--- config.mk ---
export PLATFORM = sky130hd
export DESIGN_NAME = lsu_port
export DESIGN_NICKNAME = d
export VERILOG_FILES = /design/src/rtl/rvseed_pkg.sv /design/src/rtl/lsu_port.sv
export SDC_FILE = /design/constraint.sdc
export NUM_CORES = 1
export LEC_CHECK = 0
export ABC_AREA = 1
export BUFFER_PORTS_ARGS = -buffer_cell sky130_fd_sc_hd__buf_4
export CORE_UTILIZATION = 35
export CTS_CLUSTER_SIZE = 28
export DETAILED_ROUTE_END_ITERATION = 6
export GPL_TIMING_DRIVEN = 1
export PLACE_DENSITY_LB_ADDON = 0.3
export SYNTH_ARGS = -nofsm -noshare
export SYNTH_HDL_FRONTEND = slang
export SYNTH_SLANG_ARGS = --single-unit
--- constraint.sdc ---
create_clock -name clk -period 3.7 [get_ports clk]
set_clock_uncertainty 0.15 [all_clocks]
set_input_delay 0.37 -clock clk [delete_from_list [all_inputs] [get_ports clk]]
set_output_delay 0.37 -clock clk [all_outputs]
set_load 0.005 [all_outputs]
--- src/rtl/rvseed_pkg.sv ---
package rvseed_pkg;

    localparam int xlen = 32;
    localparam logic [xlen-1:0] reset_vector = 32'h8000_0000;

    localparam int mem_words = 256;
    localparam int mem_addr_bits = 8;

    // RV32 major opcodes seen by the predecoder
    localparam logic [6:0] opc_load  = 7'b0000011;
    localparam logic [6:0] opc_store = 7'b0100011;
    localparam logic [6:0] opc_jal   = 7'b1101111;
    localparam logic [6:0] opc_jalr  = 7'b1100111;
    localparam logic [6:0] opc_op    = 7'b0110011;
    localparam logic [6:0] funct7_muldiv = 7'b0000001;

    typedef enum logic [1:0] {
        class_seq,
        class_mem,
        class_jalr,
        class_muldiv
    } instr_class_e;

    typedef enum logic [1:0] {
        lsu_idle,
        lsu_wait_grant,
        lsu_wait_data
    } lsu_state_e;

    typedef enum logic [1:0] {
        fetch_idle,
        fetch_wait_grant,
        fetch_wait_data
    } fetch_state_e;

    typedef struct packed {
        logic            req;
        logic            we;
        logic [xlen-1:0] addr;
        logic [xlen-1:0] wdata;
    } mem_req_t;

    typedef struct packed {
        logic            gnt;
        logic            rvalid;
        logic [xlen-1:0] rdata;
    } mem_rsp_t;

    // Results of the execute stage, which lives outside this block
    typedef struct packed {
        logic            redirect;
        logic [xlen-1:0] redirect_pc;
        logic            muldiv_done;
        logic [xlen-1:0] mem_addr;
        logic            mem_we;
    } ex_ctrl_t;

    function automatic instr_class_e predecode(input logic [31:0] word);
        instr_class_e cls;
        cls = class_seq;
        case (word[6:0])
            opc_load, opc_store: cls = class_mem;
            opc_jal, opc_jalr:   cls = class_jalr;
            opc_op: begin
                if (word[31:25] == funct7_muldiv) begin
                    cls = class_muldiv;
                end
            end
            default: cls = class_seq;
        endcase
        return cls;
    endfunction

endpackage

--- src/rtl/lsu_port.sv ---
`timescale 1ns/1ps

module lsu_port (
    input  logic                        clk,
    input  logic                        rst_n,
    input  logic                        fetch_done,
    input  rvseed_pkg::instr_class_e    instr_class,
    input  logic [31:0]                 instr,
    input  rvseed_pkg::ex_ctrl_t        ex,
    input  rvseed_pkg::mem_rsp_t        rsp,
    output rvseed_pkg::mem_req_t        req,
    output logic                        lsu_done,
    output logic [31:0]                 load_data
);

    rvseed_pkg::lsu_state_e      state;
    logic [rvseed_pkg::xlen-1:0] acc_addr;
    logic                        acc_we;
    logic [31:0]                 acc_wdata;
    logic                        start;

    assign start = fetch_done && (instr_class == rvseed_pkg::class_mem);

    assign req.req   = (state == rvseed_pkg::lsu_wait_grant);
    assign req.we    = acc_we;
    assign req.addr  = acc_addr;
    assign req.wdata = acc_wdata;

    always_ff @(posedge clk or negedge rst_n) begin
        if (!rst_n) begin
            state    <= rvseed_pkg::lsu_idle;
            acc_we   <= 1'b0;
            lsu_done <= 1'b0;
        end else begin
            lsu_done <= 1'b0;
            case (state)
                rvseed_pkg::lsu_idle: begin
                    if (start) begin
                        acc_we <= ex.mem_we;
                        state  <= rvseed_pkg::lsu_wait_grant;
                    end
                end
                rvseed_pkg::lsu_wait_grant: begin
                    if (rsp.gnt) begin
                        if (acc_we) begin
                            // Store is done once the memory has taken it
                            lsu_done <= 1'b1;
                            state    <= rvseed_pkg::lsu_idle;
                        end else begin
                            state <= rvseed_pkg::lsu_wait_data;
                        end
                    end
                end
                rvseed_pkg::lsu_wait_data: begin
                    if (rsp.rvalid) begin
                        lsu_done <= 1'b1;
                        state    <= rvseed_pkg::lsu_idle;
                    end
                end
                default: state <= rvseed_pkg::lsu_idle;
            endcase
        end
    end

    always_ff @(posedge clk) begin
        if (state == rvseed_pkg::lsu_idle && start) begin
            acc_addr  <= ex.mem_addr;
            acc_wdata <= instr;
        end
        if (state == rvseed_pkg::lsu_wait_data && rsp.rvalid) begin
            load_data <= rsp.rdata;
        end
    end

endmodule

==> results of run 1 <==
[synthesized netlist by cell type, drive strengths merged]
cell type,n
nor2,2
buf,1
edfxtp,96
a21boi,1
inv,9
dfrtp,4
nand2,13
nand3,3
o21ai,1
ha,3
[area by class of cell]
| class | instances | area (µm²) |
|---|---|---|
| inverters | 9 | 33.78 |
| clock inverters | 7 | 57.56 |
| repair buffers | 226 | 1749 |
| flip-flops and latches | 100 | 2983 |
| multi-input cells | 23 | 138.9 |
| clock buffers | 9 | 123.9 |
| well taps | 108 | 135.1 |
| fillers | 665 | 3500 |
[power groups by stage]
stage	clock, µW	combinational [µW]	sequential [µW]
5_1_grt	709	394	1410
3_5_place_dp	0	348	1420
3_3_place_gp	0	343	1420
2_1_floorplan	0	88.1	1430
6_report	635	362	1400
4_1_cts	667	350	1400
[registers in the layout (all words and copies together) (netlist names)]
name / count
state: 2
acc_we: 1
load_data: 32
acc_wdata: 32
acc_addr: 32
lsu_done: 1
[cell usage in the layout, fill, tap and decap left out]
| cell type | synthesis | routed |
|---|---|---|
| buf_4 | 1 | 205 |
| edfxtp_1 | 96 | 96 |
| dlygate4sd3_1 | 0 | 21 |
| nand2_1 | 11 | 11 |
| clkbuf_8 | 0 | 9 |
| inv_1 | 8 | 8 |
| dfrtp_1 | 4 | 4 |
| ha_1 | 3 | 3 |
| nand3_1 | 2 | 2 |
| nand2_2 | 2 | 2 |
| clkinv_4 | 0 | 2 |
| inv_6 | 0 | 2 |
| nand3_2 | 1 | 1 |
| nor2_4 | 1 | 1 |
| a21boi_0 | 1 | 1 |
| o21ai_0 | 1 | 1 |
| inv_2 | 1 | 1 |
| nor2_1 | 1 | 1 |
| inv_8 | 0 | 1 |
| clkinv_1 | 0 | 1 |
| clkinvlp_4 | 0 | 1 |
[logic make-up after synthesis]
family	synth area share, %
buffers and inverters	1.305
AOI/OAI and AO/OA	0.3955
DFF	94.30
and+or+nand+nor	2.808
adders and majority gates	1.187
[path summary, 6_finish.rpt]
kind	to	cells after the start	startpoint
worst max-delay path	acc_addr[26]	5	state[0]
worst min-delay path	acc_addr[21]	1	ex[22]
worst max register to register	acc_addr[26]	5	state[0]
worst min register to register	state[1]	2	state[1]
max in group asynchronous	lsu_done	2	rst_n
min in group asynchronous	state[1]	2	rst_n
[per-layer routing]
| metal | global-route usage (%) | vias up | wire, µm |
|---|---|---|---|
| met5 | 0 | - | 0 |
| met4 | 4.592 | 0 | 128 |
| met1 | 16.72 | 979 | 2661 |
| li1 | - | 968 | - |
| met2 | 25.46 | 134 | 3868 |
| met3 | 6.619 | 11 | 677 |
[worst register-to-register path, stage by stage, from the launching register on]
cell and delay (ns):
dfrtp_1 0.42, inv_1 0.09, ha_1 0.19, inv_1 0.09
nor2_4 0.11, buf_4 0.39
[timing repair]
item                                    CTS  global route
hold buffers                              1            20
endpoints found under the hold margin     4            20
endpoints found under the setup margin    0             0
[metrics by stage]
stage | setup WS, ns | total power [µW] | area, µm² | utilization (%)
floorplan | 1.459 | 1518 | 3163 | -
global placement | 1.952 | 1760 | 4830 | 55.38
detailed placement | 1.922 | 1770 | 4830 | 55.38
CTS | 1.893 | 2415 | 5021 | 57.58
global route | 1.815 | 2511 | 5221 | 59.87
finish | 1.906 | 2394 | 5221 | 59.87
==> results.ini, run 1 <==
[die]
die_y_um = 97.07
fp.coreArea_mm2 = 0.008721
die_width_um = 97.07
std_cell_rows = 34
floorplan.io_pins = 237
fp.dieArea_mm2 = 0.009422
initial_utilization_pct = 36.27

[routing]
routed_via_count_divided_by_cell_count = 4.340
wl_per_cell_um = 15.22
vias = 2092
detail_route.wirelength_mm = 7.336
route.detailed.drc = 0
ant_nets = 0
drt_iter0_drc = 65
first_pass_iters = 4

[global_route]
maximum_number_of_pins_on_one_net_before_global_route_repair = 35
global_route_wire_length_before_repair_mm = 10.60
grt_pass1_vias = 2067
grt_antenna_before_repair = 0
overflow = 0
grt_use_total_pct = 14.91

[sta]
number_of_endpoints_failing_setup_at_the_final_stage = 0
post-route-min-period_ns = 1.794
rsz_0062_raised_after_global_routing = false
sum_neg_setup_slack_ns = 0
max_freq_mhz = 557.3
fin_hold_ws_ns = 0.02663
timing_hold_violations_final = 0
timing.final.crit_share_pct = 48.50
maxSlewViolCount = 0
worst_slew_pin_slew_ns = 0.4331
timing.max_slew.rel_slack_pct = 71.12

[yosys]
synth_area_per_cell_um2 = 23.78
synth.cell_area_mm2 = 0.003163
yosysTopAreaCell = edfxtp_1
netlist_instances = 133
yosys_warnings = 0
ys_seq_elements = 100
synth.distinct_cells = 14
ys_seq_area_share_pct = 94.30
synth.top_cells.by_area = edfxtp_1 91%, dfrtp_1 3.2%, nand2_1 1.3%, ha_1 1.2%, inv_1 0.95%
synth_fp_nets = 274
synth_top_area_share_pct = 91.14

[pwr]
leakage_uw = 0.002203
switching_power_uw = 562.5
share_comb_of_total_power_pct = 15.1
power.share.switching_pct = 23.49
p_int_uw = 1832
power_frac_seq_pct = 58.4
worst_ir_drop_vdd_mv = 0.2262
pwrdens_mw_per_mm2 = 458.6
power.clock.fraction_pct = 26.5

[final_layout]
area_growth_pct = 65.07
final_cell_count_no_fill = 482
net_total_in_the_final_layout = 510
drive_gt1_share_pct = 60.16
n_antenna_cell = 0

[setup_path]
critical_path.cell_chain = inv_1 -> ha_1 -> inv_1 -> nor2_4 -> buf_4
timing.critical_path.slowest_cell_delay_ns = 0.42
criticalPathCategory = register to register
worst-path-max-fanout = 34
critPathTopFamily = buffers and inverters
critPathArrivalTime_ns = 1.65
r2r_slack_ns = 1.91
worst_path_max_delay_cell = dfrtp_1
critical_path_buffers_and_inverters = 3
critPathCaptureType = register
cp_common_cell = inv_1
critPathLaunchType = register
endpoint_required_time_on_the_critical_path_ns = 3.55

[job]
max_cap_violations = 0

[worst_hold_path]
hp-class = primary input to register

[clock_tree]
cts_inserted_buffers = 9
clockBufferDepth = 2
cts_tree = done
clock_pin_transition_on_the_worst_setup_and_hold_timing_paths_ns = 0.11
worst_skew_pair.late_latency_ns = 0.35
cts_max_level = 3
cts-resized-gates = 0
clockRootBuffer = clkbuf_8
postCtsSetupRepairBufs = 0
clock_sink_count = 100

[placed_design]
cell_count_after_placement = 445
detailedPlacementHpwl_mm = 5.227
gpl.final_weighted_congestion = 0.7760
buffer_ports.inserted = 202

[outcome]
outcome = completed

Power figures use the tool's default switching activity.
==> inputs of run 2 (changes only) <==
Clock period 3.7 ns to 1.5 ns, I/O delays scaled along.
==> run 2 against run 1 <==
The run now fails in clock tree synthesis; synthesized cell count is the same; area after synthesis is the same.
==> results.ini, run 2 <==
[yosys]
synth.most_common_cell = edfxtp_1
synth_area_per_cell_um2 = 23.78
synth_top_area_share_pct = 91.14
asyncSetResetFlopFracSynth_pct = 4.000
yosys_warnings = 0
yosysTopAreaCell = edfxtp_1
ys_seq_area_share_pct = 94.30
number_of_synthesized_flops_with_an_enable_pin = 96
synthFlopType = edfxtp_1
synth_common_cells = 96 x edfxtp_1, 11 x nand2_1, 8 x inv_1
synth.distinct_cells = 14
synth_fp_nets = 274
ys_seq_elements = 100
netlist_instances = 133
synth.top_cells.by_area = edfxtp_1 91%, dfrtp_1 3.2%, nand2_1 1.3%, ha_1 1.2%, inv_1 0.95%
synth.cell_area_mm2 = 0.003163

[clock_tree]
postCtsSetupRepairBufs = 0
cts_hold_buffers = 101
cts-resized-gates = 5
cts_inserted_buffers = 9
clock_sink_count = 100
clockBufferDepth = 2
cts_max_level = 3
clockRootBuffer = clkbuf_8

[outcome]
stop_stage = clock tree synthesis
stop_error = [ERROR RSZ-0060] Max buffer count reached.
outcome = aborted with a tool error

[placed_design]
buffer_ports.inserted = 202
gpl.final_weighted_congestion = 0.7688
placed_cell_area_mm2 = 0.004901
detailedPlacementHpwl_mm = 5.310
cell_count_after_placement = 450
pre_cts_ws_ns = -0.05516

[die]
initial_utilization_pct = 36.27
die_width_um = 97.07
floorplan.io_pins = 237
std_cell_rows = 34
die_y_um = 97.07

==> run 2: cell counts after synthesis <==
Identical to the previous run, type by type.
==> run 2: kinds of logic after synthesis <==
| kind of cell | count (synthesis) | synth area share (%) |
|---|---|---|
| buf+inv | 10 | 1.305 |
| simple gates | 18 | 2.808 |
| compound gates | 2 | 0.3955 |
| fa+ha+maj | 3 | 1.187 |
| flops | 100 | 94.30 |
==> run 2: stage by stage <==
| step | util, % | setup TNS, ns |
|---|---|---|
| floorplan | - | -51.15 |
| global placement | 56.20 | -1.284 |
| detailed placement | 56.20 | -2.313 |
==> inputs of run 3 (changes only) <==
Settings changed: CORE_UTILIZATION 35 to 20, CTS_CLUSTER_SIZE 28 to default, PLACE_DENSITY_LB_ADDON 0.3 to 0.15.
Clock period 1.5 ns to 2 ns, I/O delays scaled along.
==> run 3 against run 2 <==
The flow now finishes without violations.
==> results.ini, run 3 (same netlist as run 1, synthesis figures left out) <==
[sta]
rsz_0062_raised_after_global_routing = false
number_of_endpoints_failing_setup_at_the_final_stage = 0
timing.final.crit_share_pct = 85.71
maxSlewViolCount = 0
timing.max_slew.rel_slack_pct = 79.44
post-route-min-period_ns = 1.714
worst_slew_pin_slew_ns = 0.3084
max_freq_mhz = 583.4
sum_neg_setup_slack_ns = 0
timing_hold_violations_final = 0

[routing]
ant_nets = 0
drt_iter0_drc = 61
routed_via_count_divided_by_cell_count = 3.539
wl_per_cell_um = 13.17
first_pass_iters = 4
detail_route.wirelength_mm = 8.744
route.detailed.drc = 0
vias = 2350

[pwr]
worst_ir_drop_vdd_mv = 0.6319
power_frac_seq_pct = 51.2
power.clock.fraction_pct = 32.3
switching_power_uw = 1151
share_comb_of_total_power_pct = 16.5
pwrdens_mw_per_mm2 = 805.4
p_int_uw = 3892
power.share.switching_pct = 22.82
leakage_uw = 0.002576

[final_layout]
area_growth_pct = 97.94
layout_commonest_cell = buf_4
net_total_in_the_final_layout = 589
ff_latch_area_mm2 = 0.002983
postLayoutCoreUtil_pct = 40.88
drive_gt1_share_pct = 49.89
n_antenna_cell = 0
fillCellCount = 1407
reg_top3 = acc_addr (32), acc_wdata (32), load_data (32)
design_area_mm2 = 0.006261
multi_input_comb_area_um2 = 141.4
final_cell_mix = 203 x buf_4, 100 x dlygate4sd3_1, 96 x edfxtp_1, 11 x nand2_1, 9 x clkbuf_16

[setup_path]
critPathArrivalTime_ns = 1.85
reg2reg_depth = 5
critPathCaptureType = register
criticalPathCategory = register to register
critical_path.cell_chain = inv_1 -> ha_1 -> nand3_1 -> a21boi_0 -> dlygate4sd3_1
timing.critical_path.slowest_cell_delay_ns = 0.56
critPathLaunchType = register
worst-path-max-fanout = 4
worst_path_max_delay_cell = dlygate4sd3_1
endpoint_required_time_on_the_critical_path_ns = 2.13

[placed_design]
gpl.final_weighted_congestion = 0.6872
buffer_ports.inserted = 202
detailedPlacementHpwl_mm = 5.848
placed_cell_area_mm2 = 0.004986

[outcome]
outcome = completed

[die]
fp.coreArea_mm2 = 0.01531
initial_utilization_pct = 20.65
std_cell_rows = 45
die_y_um = 127.8
floorplan.io_pins = 237
die_width_um = 127.8
fp.dieArea_mm2 = 0.01632

[global_route]
grt_antenna_before_repair = 0
global_route_wire_length_before_repair_mm = 12.88
grt_pass1_vias = 2556
overflow = 0
maximum_number_of_pins_on_one_net_before_global_route_repair = 57
grt_use_total_pct = 10.88

[clock_tree]
cts_max_level = 3
cts_inserted_buffers = 9
clock_pin_transition_on_the_worst_setup_and_hold_timing_paths_ns = 0.07
clock_sink_count = 100
clockRootBuffer = clkbuf_16
cts_tree = done
worst_skew_pair.late_latency_ns = 0.34
clockBufferDepth = 2

[job]
max_cap_violations = 0

[worst_hold_path]
hp-class = primary input to asynchronous set/reset pin

run 3: timing repair:
action / CTS / global route
hold endpoints to repair: 102 / 0
gates resized for setup: 0 / 0
setup buffers: 0 / 0
hold buffers: 100 / 0
run 3: layout make-up:
cell class	count	share of cell area, %
timing repair buffer	305	40.97
clock inverter	6	0.7194
tap	211	4.217
multi-input combinational	23	2.258
sequential	100	47.64
inverter	9	0.5396
clock buffer	10	3.657
run 3: worst paths after layout:
| path | slack (ns) | start | end |
|---|---|---|---|
| worst min-delay path | 0.04 | rst_n | acc_we |
| max in group asynchronous | 1.55 | rst_n | state[1] |
| min in group clk | 0.09 | instr_class[1] | acc_we |
| worst min register to register | 0.36 | state[1] | state[1] |
| worst max-delay path | 0.29 | state[1] | lsu_done |
| worst max register to register | 0.29 | state[1] | lsu_done |
run 3: power by group through the flow:
stage | combinational (µW) | sequential, µW | clock, µW
2_1_floorplan | 169 | 2650 | 0
3_3_place_gp | 679 | 2620 | 0
3_5_place_dp | 677 | 2630 | 0
4_1_cts | 842 | 2580 | 1710
5_1_grt | 905 | 2600 | 1780
6_report | 830 | 2580 | 1630
run 3: stage by stage:
| step | setup slack [ns] | hold slack (ns) | instances | power (µW) |
|---|---|---|---|---|
| 6_report | 0.2859 | 0.04241 | 664 | 5043 |
| 3_5_place_dp | 0.3518 | -0.1466 | 548 | 3304 |
| 2_1_floorplan | -0.2016 | -0.2456 | 133 | 2814 |
| 4_1_cts | 0.2913 | 0.008295 | 664 | 5135 |
| 3_3_place_gp | 0.3688 | -0.1473 | 548 | 3304 |
| 5_1_grt | 0.2038 | 0.02446 | 664 | 5283 |
run 3: metal layers:
metal / GRT usage [%] / wire length (µm) / vias up / part of all wire [%]
met2: 18.03 / 4216 / 147 / 48
li1: - / - / 1129 / -
met5: 0 / 0 / - / 0
met3: 6.845 / 1235 / 12 / 14
met1: 10.52 / 3110 / 1062 / 36
met4: 5.467 / 181 / 0 / 2.1
run 3: critical path, delay by kind of cell, from the launching register on:
kind / cells / cell delay (ns)
compound gates: 1 / 0.15
fa+ha+maj: 1 / 0.21
buf+inv: 2 / 0.66
flops: 1 / 0.40
simple gates: 1 / 0.09
==> inputs of run 4 (changes only) <==
==> constraint.sdc (replaced) <==
create_clock -name clk -period 1.8 [get_ports clk]
set_clock_uncertainty 0.15 [all_clocks]
set_input_delay 0.09 -clock clk [delete_from_list [all_inputs] [get_ports clk]]
set_output_delay 0.09 -clock clk [all_outputs]
set_load 0.005 [all_outputs]
==> run 4 against run 3 <==
Register-to-register slack lost 0.13 ns; worst setup slack lost 0.13 ns; design area grew 0.68%; non-clock buffer count grew 3; sequential power grew 11%; global-route usage shrank 0.42 points; worst hold slack gained 0.013 ns; combinational power grew 12%; first-iteration DRC count shrank 25%; critical endpoint is now acc_we; highest routed layer unchanged.
==> results.ini, run 4 (same netlist as run 1, synthesis figures left out) <==
[outcome]
outcome = completed

[final_layout]
drive_gt1_share_pct = 49.45
multi_input_comb_area_um2 = 141.4
area_growth_pct = 99.29
design_area_mm2 = 0.006304
reg_top3 = acc_addr (32), acc_wdata (32), load_data (32)
net_total_in_the_final_layout = 592
layout_commonest_cell = buf_4
fillCellCount = 1424
ff_latch_area_mm2 = 0.002983
n_antenna_cell = 0
final_cell_mix = 203 x buf_4, 103 x dlygate4sd3_1, 96 x edfxtp_1, 11 x nand2_1, 9 x clkbuf_16

[setup_path]
critPathLaunchType = primary input
endpoint_required_time_on_the_critical_path_ns = 1.88
worst-path-max-fanout = 3
crit-reg2reg-capture = acc_wdata[2]
crit_path_end = acc_we
rr_startpoint = state[1]
critPathArrivalTime_ns = 1.72
critPathCaptureType = register
r2r_slack_ns = 0.16
critPathLaunch = instr_class[1]
reg2reg_depth = 5
criticalPathCategory = primary input to register

[die]
floorplan.io_pins = 237
die_y_um = 127.8
fp.dieArea_mm2 = 0.01632
std_cell_rows = 45
die_width_um = 127.8
fp.coreArea_mm2 = 0.01531
initial_utilization_pct = 20.65

[routing]
first_pass_iters = 4
ant_nets = 0
detail_route.wirelength_mm = 8.552
vias = 2373
drt_iter0_drc = 46
wl_per_cell_um = 12.84
route.detailed.drc = 0
routed_via_count_divided_by_cell_count = 3.563

[placed_design]
pre_cts_ws_ns = 0.1666
buffer_ports.inserted = 202
placed_cell_area_mm2 = 0.004990
gpl.final_weighted_congestion = 0.6617
detailedPlacementHpwl_mm = 5.656

[clock_tree]
postCtsSetupRepairBufs = 0
clockBufferDepth = 2
cts_hold_buffers = 103
worst_skew_pair.late_latency_ns = 0.34
cts-resized-gates = 0
cts_max_level = 3
clock_pin_transition_on_the_worst_setup_and_hold_timing_paths_ns = 0.07
clockRootBuffer = clkbuf_16
clock_sink_count = 100
cts_tree = done
cts_inserted_buffers = 9

[pwr]
pwrdens_mw_per_mm2 = 898.4
leakage_uw = 0.002580
worst_ir_drop_vdd_mv = 0.5260

[sta]
number_of_endpoints_failing_setup_at_the_final_stage = 0
post-route-min-period_ns = 1.640
timing.final.crit_share_pct = 91.09
timing_hold_violations_final = 0
timing.max_slew.rel_slack_pct = 80.96
worst_slew_pin_slew_ns = 0.2856
rsz_0062_raised_after_global_routing = false
fin_hold_ws_ns = 0.05523
max_freq_mhz = 609.9
slack_of_the_critical_path_ns = 0.1604
maxSlewViolCount = 0

[global_route]
maximum_number_of_pins_on_one_net_before_global_route_repair = 45
global_route_wire_length_before_repair_mm = 12.59
grt_pass1_vias = 2549
grt_antenna_before_repair = 0
grt_use_total_pct = 10.46
overflow = 0

[job]
max_cap_violations = 0

[worst_hold_path]
hp-class = primary input to register

[run 4: cell count changes in the layout (fill, tap and decap cells not counted)]
cell / before / now
dlygate4sd3_1: 100 / 103
inv_6: 3 / 0
bufinv_16: 0 / 1
clkinv_1: 1 / 2
clkinv_4: 0 / 1
inv_1: 7 / 6
[run 4: area by class of cell]
cell class,count,share of cell area [%]
Tap cell,211,4.188
Inverter,9,0.5955
Timing Repair Buffer,308,41.17
Sequential cell,100,47.32
Clock inverter,5,0.8535
Multi-Input combinational cell,23,2.243
Clock buffer,10,3.632
[run 4: worst min path at each step]
stage                     to  depth (start not counted)  startpoint
floorplan             acc_we                          0       rst_n
global placement    lsu_done                          1       rst_n
detailed placement    acc_we                          1       rst_n
CTS                 state[1]                          5  fetch_done
global route        state[1]                          5  fetch_done
finish              state[1]                          5  fetch_done
[run 4: power breakdown]
part           internal [µW]  leakage [µW]  switching, µW
logic                    581       0.00152            347
clock network           1060      0.000134            803
registers               2800      0.000927           72.0
total                   4440       0.00258           1220
[run 4: per-stage QoR]
step                      total power, µW  instances  utilization [%]  setup TNS (ns)
final                                5663        666            41.16               0
after global placement               3671        548            32.58               0
after floorplan                      3128        133                -          -26.21
after CTS                            5774        666            41.16               0
after global routing                 5932        666            41.16               0
after detailed placement             3672        548            32.58               0
[run 4: critical path, cell delays in order]
cell and delay (ns):
dlygate4sd3_1 0.54, buf_4 0.13, inv_1 0.06, nand3_2 0.12, dlygate4sd3_1 0.58, o21ai_0 0.13
nand2_1 0.07
[run 4: metal layers]
layer  vias to the layer above  wire length [µm]  global-route usage [%]
li1                       1133                 -                       -
met1                      1089              3308                   10.57
met2                       140              4114                   17.68
met3                        11               976                   5.593
met4                         0               154                   4.983
met5                         -                 0                       0
